**src/cluster_cfg_pkg.sv**
```systemverilog
package cluster_cfg_pkg;

  // --------------------------------------------------------------------------
  // Cluster sizing
  // --------------------------------------------------------------------------

  localparam int unsigned NumCores = 2;

  // Local ID width as seen at each core port
  localparam int unsigned CoreIdWidth = 2;

  // Prefix that names the source core
  localparam int unsigned SrcIdWidth = $clog2(NumCores);

  localparam int unsigned OutIdWidth = CoreIdWidth + SrcIdWidth;

  localparam int unsigned AddrWidth = 32;
  localparam int unsigned LenWidth = 8;

  // --------------------------------------------------------------------------
  // Export FIFO geometry
  // --------------------------------------------------------------------------

  localparam int unsigned LogDepth = 1;
  localparam int unsigned FifoDepth = 2 ** LogDepth;

  // One extra bit to tell full from empty
  localparam int unsigned PtrWidth = LogDepth + 1;

endpackage
```
**src/req_chan_pkg.sv**
```systemverilog
package req_chan_pkg;

  import cluster_cfg_pkg::*;

  // --------------------------------------------------------------------------
  // Request words
  // --------------------------------------------------------------------------

  // As issued by a core
  typedef struct packed {
    logic [CoreIdWidth-1:0] id;
    logic [AddrWidth-1:0]   addr;
    logic [LenWidth-1:0]    len;
    logic                   we;
  } core_req_t;

  // Export format, ID carries the core index in its top bit
  typedef struct packed {
    logic [OutIdWidth-1:0] id;
    logic [AddrWidth-1:0]  addr;
    logic [LenWidth-1:0]   len;
    logic                  we;
  } out_req_t;

  // --------------------------------------------------------------------------
  // Widths at the FIFO boundary
  // --------------------------------------------------------------------------

  localparam int unsigned OutReqWidth = $bits(out_req_t);

  // Flat slot array, slot k at bit offset k * OutReqWidth
  localparam int unsigned SlotArrayWidth = FifoDepth * OutReqWidth;

endpackage

```
**src/cluster_req_wrap.sv**
```systemverilog
`timescale 1ns/1ps

module cluster_req_wrap
  import cluster_cfg_pkg::*;
  import req_chan_pkg::*;
(
  input  logic                      clk_i,
  input  logic                      rst_n_i,
  // Core 0 request port
  input  core_req_t                 core0_req_i,
  input  logic                      core0_valid_i,
  output logic                      core0_ready_o,
  // Core 1 request port
  input  core_req_t                 core1_req_i,
  input  logic                      core1_valid_i,
  output logic                      core1_ready_o,
  // Async FIFO source side
  output logic [PtrWidth-1:0]       wptr_o,
  output logic [SlotArrayWidth-1:0] data_o,
  input  logic [PtrWidth-1:0]       rptr_i
);

  out_req_t cut0_req;
  logic     cut0_valid;
  logic     cut0_ready;
  out_req_t cut1_req;
  logic     cut1_valid;
  logic     cut1_ready;
  out_req_t arb_req;
  logic     arb_valid;
  logic     arb_ready;

  // --------------------------------------------------------------------------
  // Per-core register cuts
  // --------------------------------------------------------------------------

  req_cut #(
    .SrcIdx ( 0 )
  ) i_cut0 (
    .clk_i       ( clk_i         ),
    .rst_n_i     ( rst_n_i       ),
    .in_req_i    ( core0_req_i   ),
    .in_valid_i  ( core0_valid_i ),
    .in_ready_o  ( core0_ready_o ),
    .out_req_o   ( cut0_req      ),
    .out_valid_o ( cut0_valid    ),
    .out_ready_i ( cut0_ready    )
  );

  req_cut #(
    .SrcIdx ( 1 )
  ) i_cut1 (
    .clk_i       ( clk_i         ),
    .rst_n_i     ( rst_n_i       ),
    .in_req_i    ( core1_req_i   ),
    .in_valid_i  ( core1_valid_i ),
    .in_ready_o  ( core1_ready_o ),
    .out_req_o   ( cut1_req      ),
    .out_valid_o ( cut1_valid    ),
    .out_ready_i ( cut1_ready    )
  );

  // --------------------------------------------------------------------------
  // Merge and export
  // --------------------------------------------------------------------------

  req_arbiter i_arb (
    .clk_i       ( clk_i      ),
    .rst_n_i     ( rst_n_i    ),
    .req_a_i     ( cut0_req   ),
    .valid_a_i   ( cut0_valid ),
    .ready_a_o   ( cut0_ready ),
    .req_b_i     ( cut1_req   ),
    .valid_b_i   ( cut1_valid ),
    .ready_b_o   ( cut1_ready ),
    .out_req_o   ( arb_req    ),
    .out_valid_o ( arb_valid  ),
    .out_ready_i ( arb_ready  )
  );

  cdc_src_half i_cdc_src (
    .clk_i      ( clk_i     ),
    .rst_n_i    ( rst_n_i   ),
    .in_req_i   ( arb_req   ),
    .in_valid_i ( arb_valid ),
    .in_ready_o ( arb_ready ),
    .wptr_o     ( wptr_o    ),
    .data_o     ( data_o    ),
    .rptr_i     ( rptr_i    )
  );

endmodule

```
**src/cdc_src_half.sv**
```systemverilog
`timescale 1ns/1ps

module cdc_src_half
  import cluster_cfg_pkg::*;
  import req_chan_pkg::*;
(
  input  logic                      clk_i,
  input  logic                      rst_n_i,
  // Request stream from the arbiter
  input  out_req_t                  in_req_i,
  input  logic                      in_valid_i,
  output logic                      in_ready_o,
  // Toward the far clock domain
  output logic [PtrWidth-1:0]       wptr_o,
  output logic [SlotArrayWidth-1:0] data_o,
  input  logic [PtrWidth-1:0]       rptr_i
);

  out_req_t [FifoDepth-1:0]      slot_q;
  logic [PtrWidth-1:0]           wr_bin_q;
  logic [PtrWidth-1:0]           wr_bin_next;
  logic [PtrWidth-1:0]           wptr_q;
  // Stage 0 is the metastability flop, stage 1 is safe to use
  logic [1:0][PtrWidth-1:0]      rptr_sync_q;
  logic [PtrWidth-1:0]           full_ptr;
  logic                          full;
  logic                          push;

  // --------------------------------------------------------------------------
  // Read pointer synchronizer
  // --------------------------------------------------------------------------

  always_ff @(posedge clk_i) begin
    if (!rst_n_i) begin
      rptr_sync_q <= '0;
    end else begin
      rptr_sync_q[0] <= rptr_i;
      rptr_sync_q[1] <= rptr_sync_q[0];
    end
  end

  // --------------------------------------------------------------------------
  // Full detection
  // --------------------------------------------------------------------------

  // Gray full: top two bits inverted, the rest equal
  assign full_ptr = wptr_q ^ (PtrWidth'(3) << (PtrWidth - 2));
  assign full     = (rptr_sync_q[1] == full_ptr);

  assign in_ready_o = ~full;
  assign push       = in_valid_i & in_ready_o;

  // --------------------------------------------------------------------------
  // Write pointer
  // --------------------------------------------------------------------------

  assign wr_bin_next = wr_bin_q + PtrWidth'(1);

  always_ff @(posedge clk_i) begin
    if (!rst_n_i) begin
      wr_bin_q <= '0;
      wptr_q   <= '0;
    end else if (push) begin
      wr_bin_q <= wr_bin_next;
      // One gray step per push
      wptr_q   <= wr_bin_next ^ (wr_bin_next >> 1);
    end
  end

  // Slot storage, indexed by the low counter bits
  always_ff @(posedge clk_i) begin
    if (push) begin
      slot_q[wr_bin_q[LogDepth-1:0]] <= in_req_i;
    end
  end

  assign wptr_o = wptr_q;
  assign data_o = slot_q;

endmodule

```
**src/req_arbiter.sv**
```systemverilog
`timescale 1ns/1ps

module req_arbiter
  import req_chan_pkg::*;
(
  input  logic     clk_i,
  input  logic     rst_n_i,
  // Input from cut 0
  input  out_req_t req_a_i,
  input  logic     valid_a_i,
  output logic     ready_a_o,
  // Input from cut 1
  input  out_req_t req_b_i,
  input  logic     valid_b_i,
  output logic     ready_b_o,
  // Merged stream
  output out_req_t out_req_o,
  output logic     out_valid_o,
  input  logic     out_ready_i
);

  // Priority flag, 0 favours core 0
  logic prio_q;
  // Grant held while a request waits for ready
  logic lock_q;
  logic lock_sel_q;
  logic sel;

  // --------------------------------------------------------------------------
  // Grant selection
  // --------------------------------------------------------------------------

  always_comb begin
    if (lock_q) begin
      sel = lock_sel_q;
    end else if (valid_a_i && valid_b_i) begin
      sel = prio_q;
    end else if (valid_b_i) begin
      sel = 1'b1;
    end else begin
      sel = 1'b0;
    end
  end

  assign out_valid_o = sel ? valid_b_i : valid_a_i;
  assign out_req_o   = sel ? req_b_i : req_a_i;

  // Only the chosen input sees ready
  assign ready_a_o = out_ready_i & ~sel;
  assign ready_b_o = out_ready_i & sel;

  // --------------------------------------------------------------------------
  // Priority and lock
  // --------------------------------------------------------------------------

  always_ff @(posedge clk_i) begin
    if (!rst_n_i) begin
      prio_q     <= 1'b0;
      lock_q     <= 1'b0;
      lock_sel_q <= 1'b0;
    end else if (out_valid_o) begin
      if (out_ready_i) begin
        // Transfer done, hand priority to the other core
        lock_q <= 1'b0;
        prio_q <= ~sel;
      end else begin
        lock_q     <= 1'b1;
        lock_sel_q <= sel;
      end
    end
  end

endmodule

```
**src/req_cut.sv**
```systemverilog
`timescale 1ns/1ps

module req_cut
  import cluster_cfg_pkg::*;
  import req_chan_pkg::*;
#(
  parameter int unsigned SrcIdx = 0
) (
  input  logic      clk_i,
  input  logic      rst_n_i,
  // Core side
  input  core_req_t in_req_i,
  input  logic      in_valid_i,
  output logic      in_ready_o,
  // Arbiter side
  output out_req_t  out_req_o,
  output logic      out_valid_o,
  input  logic      out_ready_i
);

  out_req_t [1:0] entry_q;
  logic           wr_idx_q;
  logic           rd_idx_q;
  logic [1:0]     cnt_q;
  out_req_t       in_word;
  logic           push;
  logic           pop;

  // --------------------------------------------------------------------------
  // Widen the ID on entry
  // --------------------------------------------------------------------------

  always_comb begin
    in_word.id   = {SrcIdWidth'(SrcIdx), in_req_i.id};
    in_word.addr = in_req_i.addr;
    in_word.len  = in_req_i.len;
    in_word.we   = in_req_i.we;
  end

  // Ready comes straight from the fill count
  assign in_ready_o  = (cnt_q != 2'd2);
  assign out_valid_o = (cnt_q != 2'd0);
  assign out_req_o   = entry_q[rd_idx_q];

  assign push = in_valid_i & in_ready_o;
  assign pop  = out_valid_o & out_ready_i;

  // --------------------------------------------------------------------------
  // Fill state
  // --------------------------------------------------------------------------

  always_ff @(posedge clk_i) begin
    if (!rst_n_i) begin
      wr_idx_q <= 1'b0;
      rd_idx_q <= 1'b0;
      cnt_q    <= 2'd0;
    end else begin
      if (push) begin
        wr_idx_q <= ~wr_idx_q;
      end
      if (pop) begin
        rd_idx_q <= ~rd_idx_q;
      end
      case ({push, pop})
        2'b10:   cnt_q <= cnt_q + 2'd1;
        2'b01:   cnt_q <= cnt_q - 2'd1;
        default: cnt_q <= cnt_q;
      endcase
    end
  end

  // Entry storage
  always_ff @(posedge clk_i) begin
    if (push) begin
      entry_q[wr_idx_q] <= in_word;
    end
  end

endmodule

```
**config.mk**
```make
export PLATFORM = sky130hd
export DESIGN_NAME = cluster_req_wrap
export DESIGN_NICKNAME = d
export VERILOG_FILES = /design/src/cluster_cfg_pkg.sv /design/src/req_chan_pkg.sv /design/src/cluster_req_wrap.sv /design/src/cdc_src_half.sv /design/src/req_arbiter.sv /design/src/req_cut.sv
export SDC_FILE = /design/constraint.sdc
export NUM_CORES = 1
export LEC_CHECK = 0
export BUFFER_PORTS_ARGS = -buffer_cell sky130_fd_sc_hd__buf_2
export CAP_MARGIN = 20
export CELL_PAD_IN_SITES_DETAIL_PLACEMENT = 0
export CELL_PAD_IN_SITES_GLOBAL_PLACEMENT = 1
export CORE_ASPECT_RATIO = 1.1
export CORE_MARGIN = 3
export CORE_UTILIZATION = 50
export DETAILED_ROUTE_END_ITERATION = 6
export GPL_TIMING_DRIVEN = 0
export MAX_ROUTING_LAYER = met4
export PLACE_DENSITY = 0.83
export SLEW_MARGIN = 20
export SYNTH_ARGS = -nofsm -noshare
export SYNTH_HDL_FRONTEND = slang
export SYNTH_SLANG_ARGS = --single-unit
```
**constraint.sdc**
```tcl
create_clock -name clk_i -period 9.4 [get_ports clk_i]
set_clock_uncertainty 0.05 [all_clocks]
set_input_delay 1.88 -clock clk_i [delete_from_list [all_inputs] [get_ports clk_i]]
set_output_delay 1.88 -clock clk_i [all_outputs]
set_load 0.01 [all_outputs]
```
# After elaboration in Yosys (flattened, before gate mapping)
# Index checks and enable logic that the tools add are counted.
# totals
ff_bits	283
latch_bits	0
ramBits	0
mem_bits_ro	0
input_bits	92
out_inout_bits	92
word_cells	103
mem_count	0
# op_classes
n_addsub	5
mul	0
n_div	0
order_cmp	8
eq_ne	7
shift	0
muxes	21
bitwise	15
reduce_logical	10
# ops
op	count
two-way mux 44 bit	8
bitwise mux 88 bit	3
demux 44 bit (select 1 bit)	3
less-than comparator 1 x 2 -> 1 bit (second input constant)	5
case mux 2 bit (2 select lines)	2
nonzero test 2 bit	4
bitwise AND 1 bit	7
adder 2 x 1 -> 2 bit (second input constant)	3
NOT 1 bit	6
two-way mux 1 bit	5
== test 2 x 1 -> 1 bit (second input constant)	2
== test 2 bit (second input constant)	2
logical AND 1 bit	4
inequality test 2 bit (second input constant)	2
AND reduction 2 bit	2
subtractor 2 x 1 -> 2 bit (second input constant)	2
>= comparator 1 bit (second input constant)	3
== test 2 bit	1
NOT 2 bit	1
XOR 2 x 1 -> 2 bit	1

# Longest topological paths before layout
# Gate-level depths: netlist (run 1).
# depth
depth_word	9
ltp_mapped	8

# Cells and area by module
# A second synthesis (run 1) with hierarchy kept.
# unflattened
hier_cells	511
area_unflattened_um2	10292.4
# by_module_without_submodules
mod	instances	cells_per_inst	area_each_um2	seq_area_each_um2
req_cut	2	159	3305.7	2662.6
cdc_src_half	1	118	2941.6	2782.7
req_arbiter	1	75	739.5	60.1

# Least setup slack after synthesis (run 1)
# No wires, ideal clock.
# synth_path
path_type	input-to-reg
start	input port core1_valid_i
end	register i_cut1.entry_q[0] (netlist bit), enable pin
setup_time_ns	0.443
arrival_ns	3.786
t_required_ns	8.907
slack_ns	5.121
path_stages	2
path_buffers	0
cell_sequence	nand2_1 > nor2_1
# synth_via
elab_chain_cells	1
# synth_rtl
item	line	text
from (decl)	cluster_req_wrap.sv:15	input logic core1_valid_i,
bitwise AND 1 bit	req_cut.sv:45	assign push = in_valid_i & in_ready_o;
to (signal, indexed assignment)	req_cut.sv:75	entry_q[wr_idx_q] <= in_word;
to (decl)	req_cut.sv:21	out_req_t [1:0] entry_q;
# No other way between the ends.
# A chain may end at the register's enable or synchronous reset.

# Worst setup path in the final report (run 1)
# layout_path
start	register i_cut0.cnt_q[0]
end	output port core0_ready_o
# layout_via
elab_chain_cells	1
# layout_rtl
item	line	text
from (decl)	req_cut.sv:24	logic [1:0] cnt_q;
from (signal assigned)	req_cut.sv:65	2'b10: cnt_q <= cnt_q + 2'd1;
from (signal assigned)	req_cut.sv:66	2'b01: cnt_q <= cnt_q - 2'd1;
from (signal assigned)	req_cut.sv:67	default: cnt_q <= cnt_q;
inequality test 2 bit	req_cut.sv:41	assign in_ready_o = (cnt_q != 2'd2);
to (decl)	cluster_req_wrap.sv:12	output logic core0_ready_o,
# No other way between the ends.

==> results.py, run 1 <==
metrics = {
    "run_status": {
        "status": "complete, no violations",
    },
    "clock_network": {
        "cts_tree": "yes",
        "post_cts_buffers": 0,
        "cts-buffers-inserted": 26,
        "clock_path_buffers": 3,
        "root_buffer": "clkbuf_16",
        "clock_sinks": 278,
        "cts.clk_slew.worst_paths_ns": 0.06,
        "cts_resized": 0,
        "clock_latency_ns": 0.53,
        "holdBufCountCts": 0,
        "htree_levels": 1,
    },
    "timing": {
        "rsz0062_at_grt": "false",
        "setup_viol": 0,
        "setup-tns-final_ns": 0,
        "tightest_slew_ns": 0.820,
        "hold_viol": 0,
        "slew_headroom_pct": 45.3,
        "slew_violations": 0,
        "period_minus_slack_ns": 3.35,
        "timing.fmax_mhz": 298,
        "finalCritPeriodShare_pct": 35.7,
        "worst_slack_ns": 6.05,
    },
    "critical_path": {
        "critPathKind": "register to output port",
        "startpoint_type": "register",
        "cp-startpoint": "i_cut0.cnt_q[0]$_SDFFE_PN0P_",
        "crit_path_end_kind": "output port",
        "cp_max_fo": 6,
        "r2r_slack_ns": 6.72,
        "arrival_ns": 1.42,
        "crit_required_ns": 7.47,
        "r2r-start": "i_cut0.cnt_q[0]$_SDFFE_PN0P_",
    },
    "global_route": {
        "gr-usage-all-layers_pct": 18.5,
        "grt-ovfl-total": 0,
        "grt_pass1_wl_mm": 30.8,
        "antenna_found_initial": 4,
        "grt_max_degree": 44,
        "grt_pass1_vias": 5814,
    },
    "hold_path": {
        "hold_class": "register to register",
        "hp-start": "i_cdc_src.rptr_sync_q[1]$_SDFF_PN0_",
    },
    "detailed_routing": {
        "viasPerCell": 5.25,
        "dr.pass1.iters": 4,
        "first_iter_violations": 236,
        "num_vias": 5437,
        "post_drt_wl_per_cell_microns": 19.2,
        "remaining_drc_errors": 0,
        "ant_nets": 0,
        "drt-total-wl_mm": 19.9,
    },
    "pwr": {
        "swShare_pct": 30.2,
        "power.switching_mw": 1.20,
        "power_density_mw_per_mm2": 326,
        "power.internal_mw": 2.78,
        "power_frac_clock_pct": 25.8,
        "p_leak_nw": 4.37,
        "power_frac_seq_pct": 47.5,
        "peakVddDrop_v": 0.000196,
        "comb_power_share_pct": 26.7,
    },
    "synthesis": {
        "synth_area_sq_mm": 0.0100,
        "syn-num-nets": 641,
        "ys.flop_type": "edfxtp_1",
        "synth.most_common_cell": "edfxtp_1",
        "async_flop_share_pct": 0,
        "ys_seq_elements": 278,
        "yosysWarningCount": 0,
        "synthTopCellsByArea": "edfxtp_1 (78%), mux2i_1 (4.8%), dfxtp_1 (3.6%)",
        "synth_seq_area_share_pct": 81.7,
        "synthCells": 547,
        "synth_largest_area_cell": "edfxtp_1",
        "synth_common_cells": "edfxtp_1 (260), mux2i_1 (48), a211oi_1 (44), a21oi_1 (44), nor2b_1 (43)",
        "synth_edf_count": 260,
        "synth_top_area_share_pct": 78.1,
        "avgSynthCellArea_sq_um": 18.3,
        "yosys.cell_types.count": 31,
    },
    "floorplanning": {
        "core_sq_mm": 0.0194,
        "start_util_pct": 51.7,
        "ioPinCount": 184,
        "die_x_microns": 141,
        "fp.dieArea_sq_mm": 0.0217,
        "row_count": 53,
        "die_h_microns": 154,
    },
    "run": {
        "max_cap_viol_count": 0,
    },
    "placement": {
        "gp_congestion": 0.745,
        "hpwl_mm": 13.8,
        "io_buffer_count": 183,
        "pre_cts_ws_ns": 5.99,
    },
    "cells_and_area": {
        "drive_above_1_share_pct": 31.3,
        "fin_nets": 857,
        "area_growth_pct": 22.2,
        "nFillCells": 1389,
    },
}
==> area by class of cell <==
| class | count | area (sq um) | share of cell area (%) |
|---|---|---|---|
| Sequential cell | 278 | 8170 | 66.8 |
| Timing Repair Buffer | 188 | 1020 | 8.31 |
| Buffer | 27 | 123 | 1.00 |
| Tap cell | 247 | 309 | 2.53 |
| Clock buffer | 30 | 666 | 5.45 |
| Multi-Input combinational cell | 240 | 1730 | 14.2 |
| Antenna cell | 5 | 12.5 | 0.102 |
| Clock inverter | 18 | 186 | 1.53 |
| Inverter | 2 | 7.51 | 0.0614 |
==> kinds of logic (layout without fill, tap and decap cells) <==
logic type / count (synthesis) / in the layout / share of synthesized area (%)
AOI/OAI and AO/OA: 97 / 97 / 6.32
xor gates and xnor gates: 8 / 8 / 0.701
adders and majority gates: 2 / 2 / 0.250
buffers and inverters: 29 / 265 / 1.30
DFF: 278 / 278 / 81.7
muxes: 48 / 48 / 4.80
other: 0 / 5 / 0
and+or+nand+nor: 85 / 85 / 4.97
==> metrics by stage <==
| stage | cells | hold slack (ns) | instance area (sq um) | power [mW] | util (%) |
|---|---|---|---|---|---|
| after CTS | 1030 | 0.385 | 12200 | 4.03 | 63.0 |
| after global placement | 977 | 0.367 | 11200 | 2.92 | 58.0 |
| after global routing | 1034 | 0.403 | 12200 | 4.19 | 63.1 |
| after floorplan | 547 | 0.362 | 10000 | 2.55 | - |
| after detailed placement | 982 | 0.371 | 11400 | 3.00 | 58.6 |
| final | 1035 | 0.385 | 12200 | 3.98 | 63.1 |
==> registers in the layout, indices dropped and copies added, names as in the netlist <==
| name | cells |
|---|---|
| i_cut1.rd_idx_q | 1 |
| i_cut1.wr_idx_q | 1 |
| i_arb.lock_sel_q | 1 |
| i_arb.lock_q | 1 |
| i_arb.prio_q | 1 |
| i_cut0.entry_q | 86 |
| i_cdc_src.wptr_o | 2 |
| i_cut0.wr_idx_q | 1 |
| i_cut1.entry_q | 86 |
| i_cdc_src.rptr_sync_q | 4 |
| i_cdc_src.wr_bin_q | 1 |
| i_cut1.cnt_q | 2 |
| i_cut0.rd_idx_q | 1 |
| i_cdc_src.data_o | 88 |
| i_cut0.cnt_q | 2 |
==> worst max-delay path, cell delays in order (launching register included) <==
cell      delay, ns
dfxtp_1        0.31
clkbuf_1       0.25
nand2b_1       0.20
buf_2          0.15
==> layout by cell type (no fill, tap or decap), drive strengths merged, types with 2 or more instances in the layout <==
cell type and count:
nand2 12, inv 3, or3 2, and3 3, o21ai 2, xnor2 6
and2 9, mux2i 48, clkbuf 46, a211oi 44, nor2 5, edfxtp 260
nand2b 5, bufinv 3, a21oi 44, nor2b 43, diode 5, clkinv 13
ha 2, buf 199, dfxtp 18, xor2 2, a21boi 3
==> per-layer routing <==
layer	wire length, microns	global-route usage (%)	vias up
met4	519	5.86	0
li1	-	-	2564
met3	1190	3.49	37
met5	0	-	-
met1	8070	22.5	2655
met2	10100	31.7	181
==> worst paths after layout <==
kind | to | cells after the start
worst max-delay path | core0_ready_o | 3
worst min-delay path | i_cdc_src.rptr_sync_q[3]$_SDFF_PN0_ | 1
worst max register to register | i_cdc_src.data_o[3]$_DFFE_PP_ | 6
worst min register to register | i_cdc_src.rptr_sync_q[3]$_SDFF_PN0_ | 1
==> power groups by stage <==
stage | registers [mW] | clock network [mW] | logic (mW)
after detailed placement | 1.92 | 0 | 1.08
after floorplan | 2.01 | 0 | 0.534
after CTS | 1.89 | 1.05 | 1.09
after global placement | 1.93 | 0 | 0.997
final | 1.89 | 1.02 | 1.06
after global routing | 1.92 | 1.10 | 1.17
No activity file was read; power rests on OpenSTA's default activity.
==> run 2, diff against run 1 <==
Settings changed: ABC_AREA from default to 1, CORE_UTILIZATION 50 to 46, PLACE_DENSITY 0.83 to 0.78.
Clock period 9.4 ns to 3.4 ns, I/O delays scaled along.
==> run 2 against run 1 <==
Wire length grew 3.4%. Power increased to 2.8 times the previous value. Critical path depth is 4 higher. Register-to-register slack got worse by 5.7 ns. Combinational power rose to 2.9 times the previous value. Cell count increased by 7.1%. Worst hold slack got worse by 0.097 ns. Global-route usage shrank 0.77 points. Synthesized cell count grew 4.8%. Non-clock buffer count grew 2. Synthesized area rose by 0.69%.
==> results.py, run 2 <==
metrics = {
    "timing": {
        "rsz0062_at_grt": "false",
        "slew_violations": 0,
        "worst_slack_ns": 1.05,
        "hold-worst-slack_ns": 0.288,
        "timing.fmax_mhz": 425,
        "tightest_slew_ns": 0.711,
        "hold_viol": 0,
        "setup_viol": 0,
        "slew_headroom_pct": 52.5,
        "period_minus_slack_ns": 2.35,
        "finalCritPeriodShare_pct": 69.2,
    },
    "synthesis": {
        "ys.flop_type": "edfxtp_1",
        "synth_edf_count": 260,
        "ys_seq_elements": 278,
        "synth_common_cells": "edfxtp_1 (260), mux2i_1 (43), o211ai_1 (43), o21ai_0 (36), or2_2 (31)",
        "synthTopCellsByArea": "edfxtp_1 (78%), mux2i_1 (4.3%), dfxtp_1 (3.6%)",
        "syn-num-nets": 667,
        "avgSynthCellArea_sq_um": 17.6,
        "synth_largest_area_cell": "edfxtp_1",
        "synth.most_common_cell": "edfxtp_1",
        "yosysWarningCount": 0,
        "synth_seq_area_share_pct": 81.1,
        "synthCells": 573,
        "yosys.cell_types.count": 34,
        "synth_area_sq_mm": 0.0101,
        "async_flop_share_pct": 0,
        "synth_top_area_share_pct": 77.5,
    },
    "cells_and_area": {
        "fin_nets": 887,
        "final_cell_mix": "edfxtp_1 (260), buf_2 (191), mux2i_1 (43), o211ai_1 (43), o21ai_0 (36)",
        "final_common_cell": "edfxtp_1",
        "area_growth_pct": 23.8,
        "drive_above_1_share_pct": 35.8,
        "design_area_sq_mm": 0.0125,
        "largest_reg_flops": 88,
    },
    "clock_network": {
        "clock_latency_ns": 0.53,
        "cts-buffers-inserted": 27,
        "cts_resized": 0,
        "post_cts_buffers": 0,
        "htree_levels": 1,
        "holdBufCountCts": 0,
        "cts.clk_slew.worst_paths_ns": 0.06,
        "clock_path_buffers": 3,
        "cts_tree": "yes",
        "root_buffer": "clkbuf_16",
        "clock_sinks": 278,
    },
    "detailed_routing": {
        "first_iter_violations": 306,
        "num_vias": 5566,
        "viasPerCell": 5.02,
        "ant_nets": 0,
        "post_drt_wl_per_cell_microns": 18.5,
        "drt-total-wl_mm": 20.5,
        "remaining_drc_errors": 0,
        "dr.pass1.iters": 4,
    },
    "run": {
        "max_cap_viol_count": 0,
    },
    "critical_path": {
        "cp_top_family": "simple AND/OR/NAND/NOR gates",
        "crit_chain": "nor2_2, nor2_2, nand2_4, nand3_4, nand3_1, nor2_4, buf_12",
        "cp-startpoint": "i_cut1.cnt_q[1]$_SDFFE_PN0P_",
        "arrival_ns": 2.52,
        "critPathMostFrequentCell": "nor2_2",
        "r2r-start": "i_cut1.cnt_q[1]$_SDFFE_PN0P_",
        "cp_slowest_stage_delay_ns": 0.63,
        "crit_path_end_kind": "register",
        "slowest_stage": "nor2_4",
        "startpoint_type": "register",
        "path_buf_inv": 1,
        "critPathKind": "register to register",
        "cp_max_fo": 28,
        "crit_required_ns": 3.57,
    },
    "floorplanning": {
        "die_x_microns": 147,
        "ioPinCount": 184,
        "fp.dieArea_sq_mm": 0.0237,
        "die_h_microns": 161,
        "start_util_pct": 47.0,
        "row_count": 56,
        "core_sq_mm": 0.0214,
    },
    "placement": {
        "io_buffer_count": 182,
        "gp_congestion": 0.756,
        "hpwl_mm": 14.3,
        "pre_cts_ws_ns": 1.06,
        "place_area_sq_mm": 0.0116,
    },
    "global_route": {
        "gr-usage-all-layers_pct": 17.8,
        "grt_pass1_wl_mm": 31.9,
        "antenna_found_initial": 5,
        "grt_max_degree": 31,
        "grt_pass1_vias": 5990,
        "grt-ovfl-total": 0,
    },
    "pwr": {
        "p_leak_nw": 4.48,
        "peakVddDrop_v": 0.000496,
        "total_power_mw": 11.2,
        "power_density_mw_per_mm2": 901,
    },
    "run_status": {
        "status": "complete, no violations",
    },
    "hold_path": {
        "hold_class": "input pin to register",
        "hp-start": "core0_req_i[28]",
    },
}
run 2: cell types whose count changed after synthesis, moves of 10 or more:
cell | previous run | this run
a211oi_1 | 44 | 0
nor2b_1 | 43 | 0
o211ai_1 | 0 | 43
a21oi_1 | 44 | 10
o21ai_0 | 2 | 36
or2_2 | 0 | 31
inv_1 | 2 | 15
or2_1 | 0 | 12
nand2_1 | 12 | 22
run 2: area by class of cell:
cell class                      instances  area (sq um)
Timing Repair Buffer                  191          1110
Tap cell                              290           363
Multi-Input combinational cell        251          1730
Sequential cell                       278          8170
Fill cell                            1700          8970
Clock inverter                         15           171
Inverter                               18          67.6
Buffer                                 26           143
Antenna cell                            5          12.5
Clock buffer                           34           702
run 2: power breakdown:
group / leakage, nW / total [mW] / internal [mW] / switching, mW
Combinational: 1.46 / 3.12 / 1.07 / 2.05
Sequential: 2.59 / 5.19 / 4.97 / 0.211
Clock: 0.427 / 2.92 / 1.76 / 1.17
Total: 4.48 / 11.2 / 7.80 / 3.43
run 2: cells by family (layout without fill, tap and decap cells):
kind of cell | Yosys count | count (layout) | synth area share, %
buffers and inverters | 44 | 284 | 2.09
XOR/XNOR | 5 | 5 | 0.435
AO/OA/AOI/OAI | 101 | 101 | 6.21
AND/OR/NAND/NOR | 100 | 100 | 5.64
other | 0 | 5 | 0
adder cells (fa/ha/maj) | 2 | 2 | 0.248
flip-flops | 278 | 278 | 81.1
multiplexers | 43 | 43 | 4.27
run 2: metrics by stage:
stage	util (%)	setup TNS, ns	cells
finish	58.2	0	1108
global route	58.2	0	1108
CTS	58.1	0	1103
detailed placement	54.0	0	1054
global placement	52.9	-249.77	1045
floorplan	-	0	573
run 2: worst paths after layout:
check,end,depth (start not counted),slack (ns)
worst max register to register,i_cdc_src.data_o[29]$_DFFE_PP_,7,1.05
worst min register to register,i_cdc_src.rptr_sync_q[2]$_SDFF_PN0_,2,0.36
worst max-delay path,i_cdc_src.data_o[29]$_DFFE_PP_,7,1.05
worst min-delay path,i_cut0.entry_q[72]$_DFFE_PP_,1,0.29
run 2: metal layers:
metal	routed length [microns]	global-route usage (%)	vias up	share of wire (%)
li1	-	-	2634	-
met1	8200	21.0	2723	40
met2	10700	31.1	171	52
met3	1190	3.23	38	5.8
met4	468	5.64	0	2.3
met5	0	-	-	0
==> run 3, diff against run 2 <==
Clock period 3.4 ns to 2.3 ns, I/O delays scaled along.
==> run 3 against run 2 <==
Clock-buffer cell count down 2. First-iteration DRC count up 4.6%. Final area up 0.54%. Sequential power up 48%. Worst hold slack worse by 0.21 ns. Non-clock buffer count up 3. Sequential share of layout area down 0.35 points. Global-route usage down 0.083 points. Register-to-register slack worse by 0.69 ns. Critical path type unchanged. Critical endpoint is now i_cdc_src.data_o[35]$_DFFE_PP_. Largest cell class unchanged.
==> results.py, run 3 (synthesis gave the netlist of run 2 again) <==
metrics = {
    "run_status": {
        "status": "complete, no violations",
    },
    "timing": {
        "setup_viol": 0,
        "slew_violations": 0,
        "finalCritPeriodShare_pct": 84.6,
        "hold_viol": 0,
        "timing.fmax_mhz": 514,
        "tightest_slew_ns": 0.564,
        "period_minus_slack_ns": 1.95,
        "rsz0062_at_grt": "false",
        "slew_headroom_pct": 62.4,
        "hold-worst-slack_ns": 0.0763,
    },
    "detailed_routing": {
        "num_vias": 5560,
        "first_iter_violations": 320,
        "post_drt_wl_per_cell_microns": 18.6,
        "viasPerCell": 5.02,
        "wl_met3_mm": 1.24,
        "dr.pass1.iters": 4,
        "wl_met1_mm": 8.19,
        "dr_wl_met2_mm": 10.8,
        "drt-total-wl_mm": 20.6,
        "remaining_drc_errors": 0,
        "top_layer": "met4",
        "ant_nets": 0,
    },
    "placement": {
        "io_buffer_count": 182,
        "gp_congestion": 0.760,
        "hpwl_mm": 14.5,
        "place_area_sq_mm": 0.0116,
    },
    "cells_and_area": {
        "multi_input_area_sq_mm": 0.00173,
        "final_common_cell": "edfxtp_1",
        "final_cell_mix": "edfxtp_1 (260), buf_2 (191), mux2i_1 (43), o211ai_1 (43), o21ai_0 (36)",
        "seq_area_sq_mm": 0.00817,
        "largest_reg_flops": 88,
        "design_area_sq_mm": 0.0125,
        "fin_nets": 890,
        "area_growth_pct": 24.5,
        "drive_above_1_share_pct": 36.2,
        "nFillCells": 1702,
    },
    "pwr": {
        "power_frac_clock_pct": 25.8,
        "power_density_mw_per_mm2": 1330,
        "power.internal_mw": 11.6,
        "p_leak_nw": 4.50,
        "comb_power_share_pct": 28.2,
        "power_frac_seq_pct": 45.9,
        "swShare_pct": 30.5,
        "power.switching_mw": 5.09,
        "peakVddDrop_v": 0.000765,
    },
    "critical_path": {
        "startpoint_type": "register",
        "cp_slowest_stage_delay_ns": 0.31,
        "path_buf_inv": 2,
        "cp_top_family": "simple AND/OR/NAND/NOR gates",
        "endpoint": "i_cdc_src.data_o[35]$_DFFE_PP_",
        "slowest_stage": "dfxtp_1",
        "cp_num_cells": 6,
        "rr_worst_depth": 6,
        "r2r_slack_ns": 0.35,
        "cp_max_fo": 11,
        "crit_path_end_kind": "register",
        "rr_endpoint": "i_cdc_src.data_o[35]$_DFFE_PP_",
        "critPathKind": "register to register",
        "r2r-start": "i_cdc_src.wptr_o[1]$_SDFFE_PN0P_",
        "cp-startpoint": "i_cdc_src.wptr_o[1]$_SDFFE_PN0P_",
        "crit_required_ns": 2.45,
        "critPathMostFrequentCell": "buf_4",
        "arrival_ns": 2.10,
        "crit_chain": "buf_4, xor2_1, nand2_2, nand3_1, nor2_4, buf_4",
    },
    "clock_network": {
        "clock_path_buffers": 3,
        "post_cts_buffers": 2,
        "holdBufCountCts": 0,
        "root_buffer": "clkbuf_16",
        "clock_sinks": 278,
        "cts_tree": "yes",
        "htree_levels": 1,
        "cts.clk_slew.worst_paths_ns": 0.06,
        "clock_latency_ns": 0.51,
        "cts-buffers-inserted": 27,
        "cts_resized": 0,
    },
    "global_route": {
        "gr-usage-all-layers_pct": 17.7,
        "grt_max_degree": 34,
        "antenna_found_initial": 2,
        "grt_pass1_wl_mm": 31.6,
        "grt_pass1_vias": 5791,
        "grt-ovfl-total": 0,
    },
    "floorplanning": {
        "fp.dieArea_sq_mm": 0.0237,
        "core_sq_mm": 0.0214,
        "ioPinCount": 184,
        "die_x_microns": 147,
        "die_h_microns": 161,
        "start_util_pct": 47.0,
        "row_count": 56,
    },
    "hold_path": {
        "hold_class": "input pin to register",
    },
    "run": {
        "max_cap_viol_count": 0,
    },
}
==> run 3: power by group through the flow <==
stage	clock, mW	combinational [mW]	sequential, mW
CTS	4.40	4.82	7.68
floorplan	0	2.26	8.17
global placement	0	4.27	7.77
detailed placement	0	4.74	7.78
global route	4.62	5.17	7.78
finish	4.31	4.71	7.67
==> run 3: final cells by class <==
cell class                      instances  share of cell area, %
Sequential cell                       278                   65.1
Multi-Input combinational cell        251                   13.8
Timing Repair Buffer                  194                   9.46
Clock buffer                           32                   5.54
Tap cell                              290                   2.89
Clock inverter                         16                   1.45
Buffer                                 26                   1.14
Inverter                               18                  0.539
Antenna cell                            2                 0.0399
==> run 3: routing by layer <==
metal,global-route usage (%),vias up
met5,-,-
met4,4.41,0
met3,2.97,31
met2,31.0,178
met1,21.6,2713
li1,-,2638
==> run 3: per-stage QoR <==
step | cells | utilization, % | setup TNS (ns) | setup WS [ns] | power, mW
after floorplan | 573 | - | 0 | 0.00165 | 10.4
after global placement | 1045 | 53.0 | -97.62 | -0.732 | 12.0
after detailed placement | 1055 | 54.3 | 0 | 0.00472 | 12.5
after CTS | 1105 | 58.5 | 0 | 0.356 | 16.9
after global routing | 1107 | 58.5 | 0 | 0.258 | 17.6
final | 1107 | 58.5 | 0 | 0.354 | 16.7
==> run 3: worst min path at each step <==
stage                                              startpoint                                   to  slack [ns]  cells after the start
after global routing                          core1_req_i[24]         i_cut1.entry_q[24]$_DFFE_PP_        0.06                      1
after floorplan           i_cdc_src.rptr_sync_q[0]$_SDFF_PN0_  i_cdc_src.rptr_sync_q[2]$_SDFF_PN0_        0.34                      2
final                                               rptr_i[1]  i_cdc_src.rptr_sync_q[1]$_SDFF_PN0_        0.08                      3
after detailed placement  i_cdc_src.rptr_sync_q[1]$_SDFF_PN0_  i_cdc_src.rptr_sync_q[3]$_SDFF_PN0_        0.35                      2
after CTS                                     core1_req_i[36]         i_cut1.entry_q[80]$_DFFE_PP_        0.06                      1
after global placement    i_cdc_src.rptr_sync_q[1]$_SDFF_PN0_  i_cdc_src.rptr_sync_q[3]$_SDFF_PN0_        0.35                      2
==> run 3: worst register-to-register path: stages (launching register included) <==
cell and delay (ns):
dfxtp_1 0.31, buf_4 0.15, xor2_1 0.17, nand2_2 0.14, nand3_1 0.26, nor2_4 0.27, buf_4 0.27
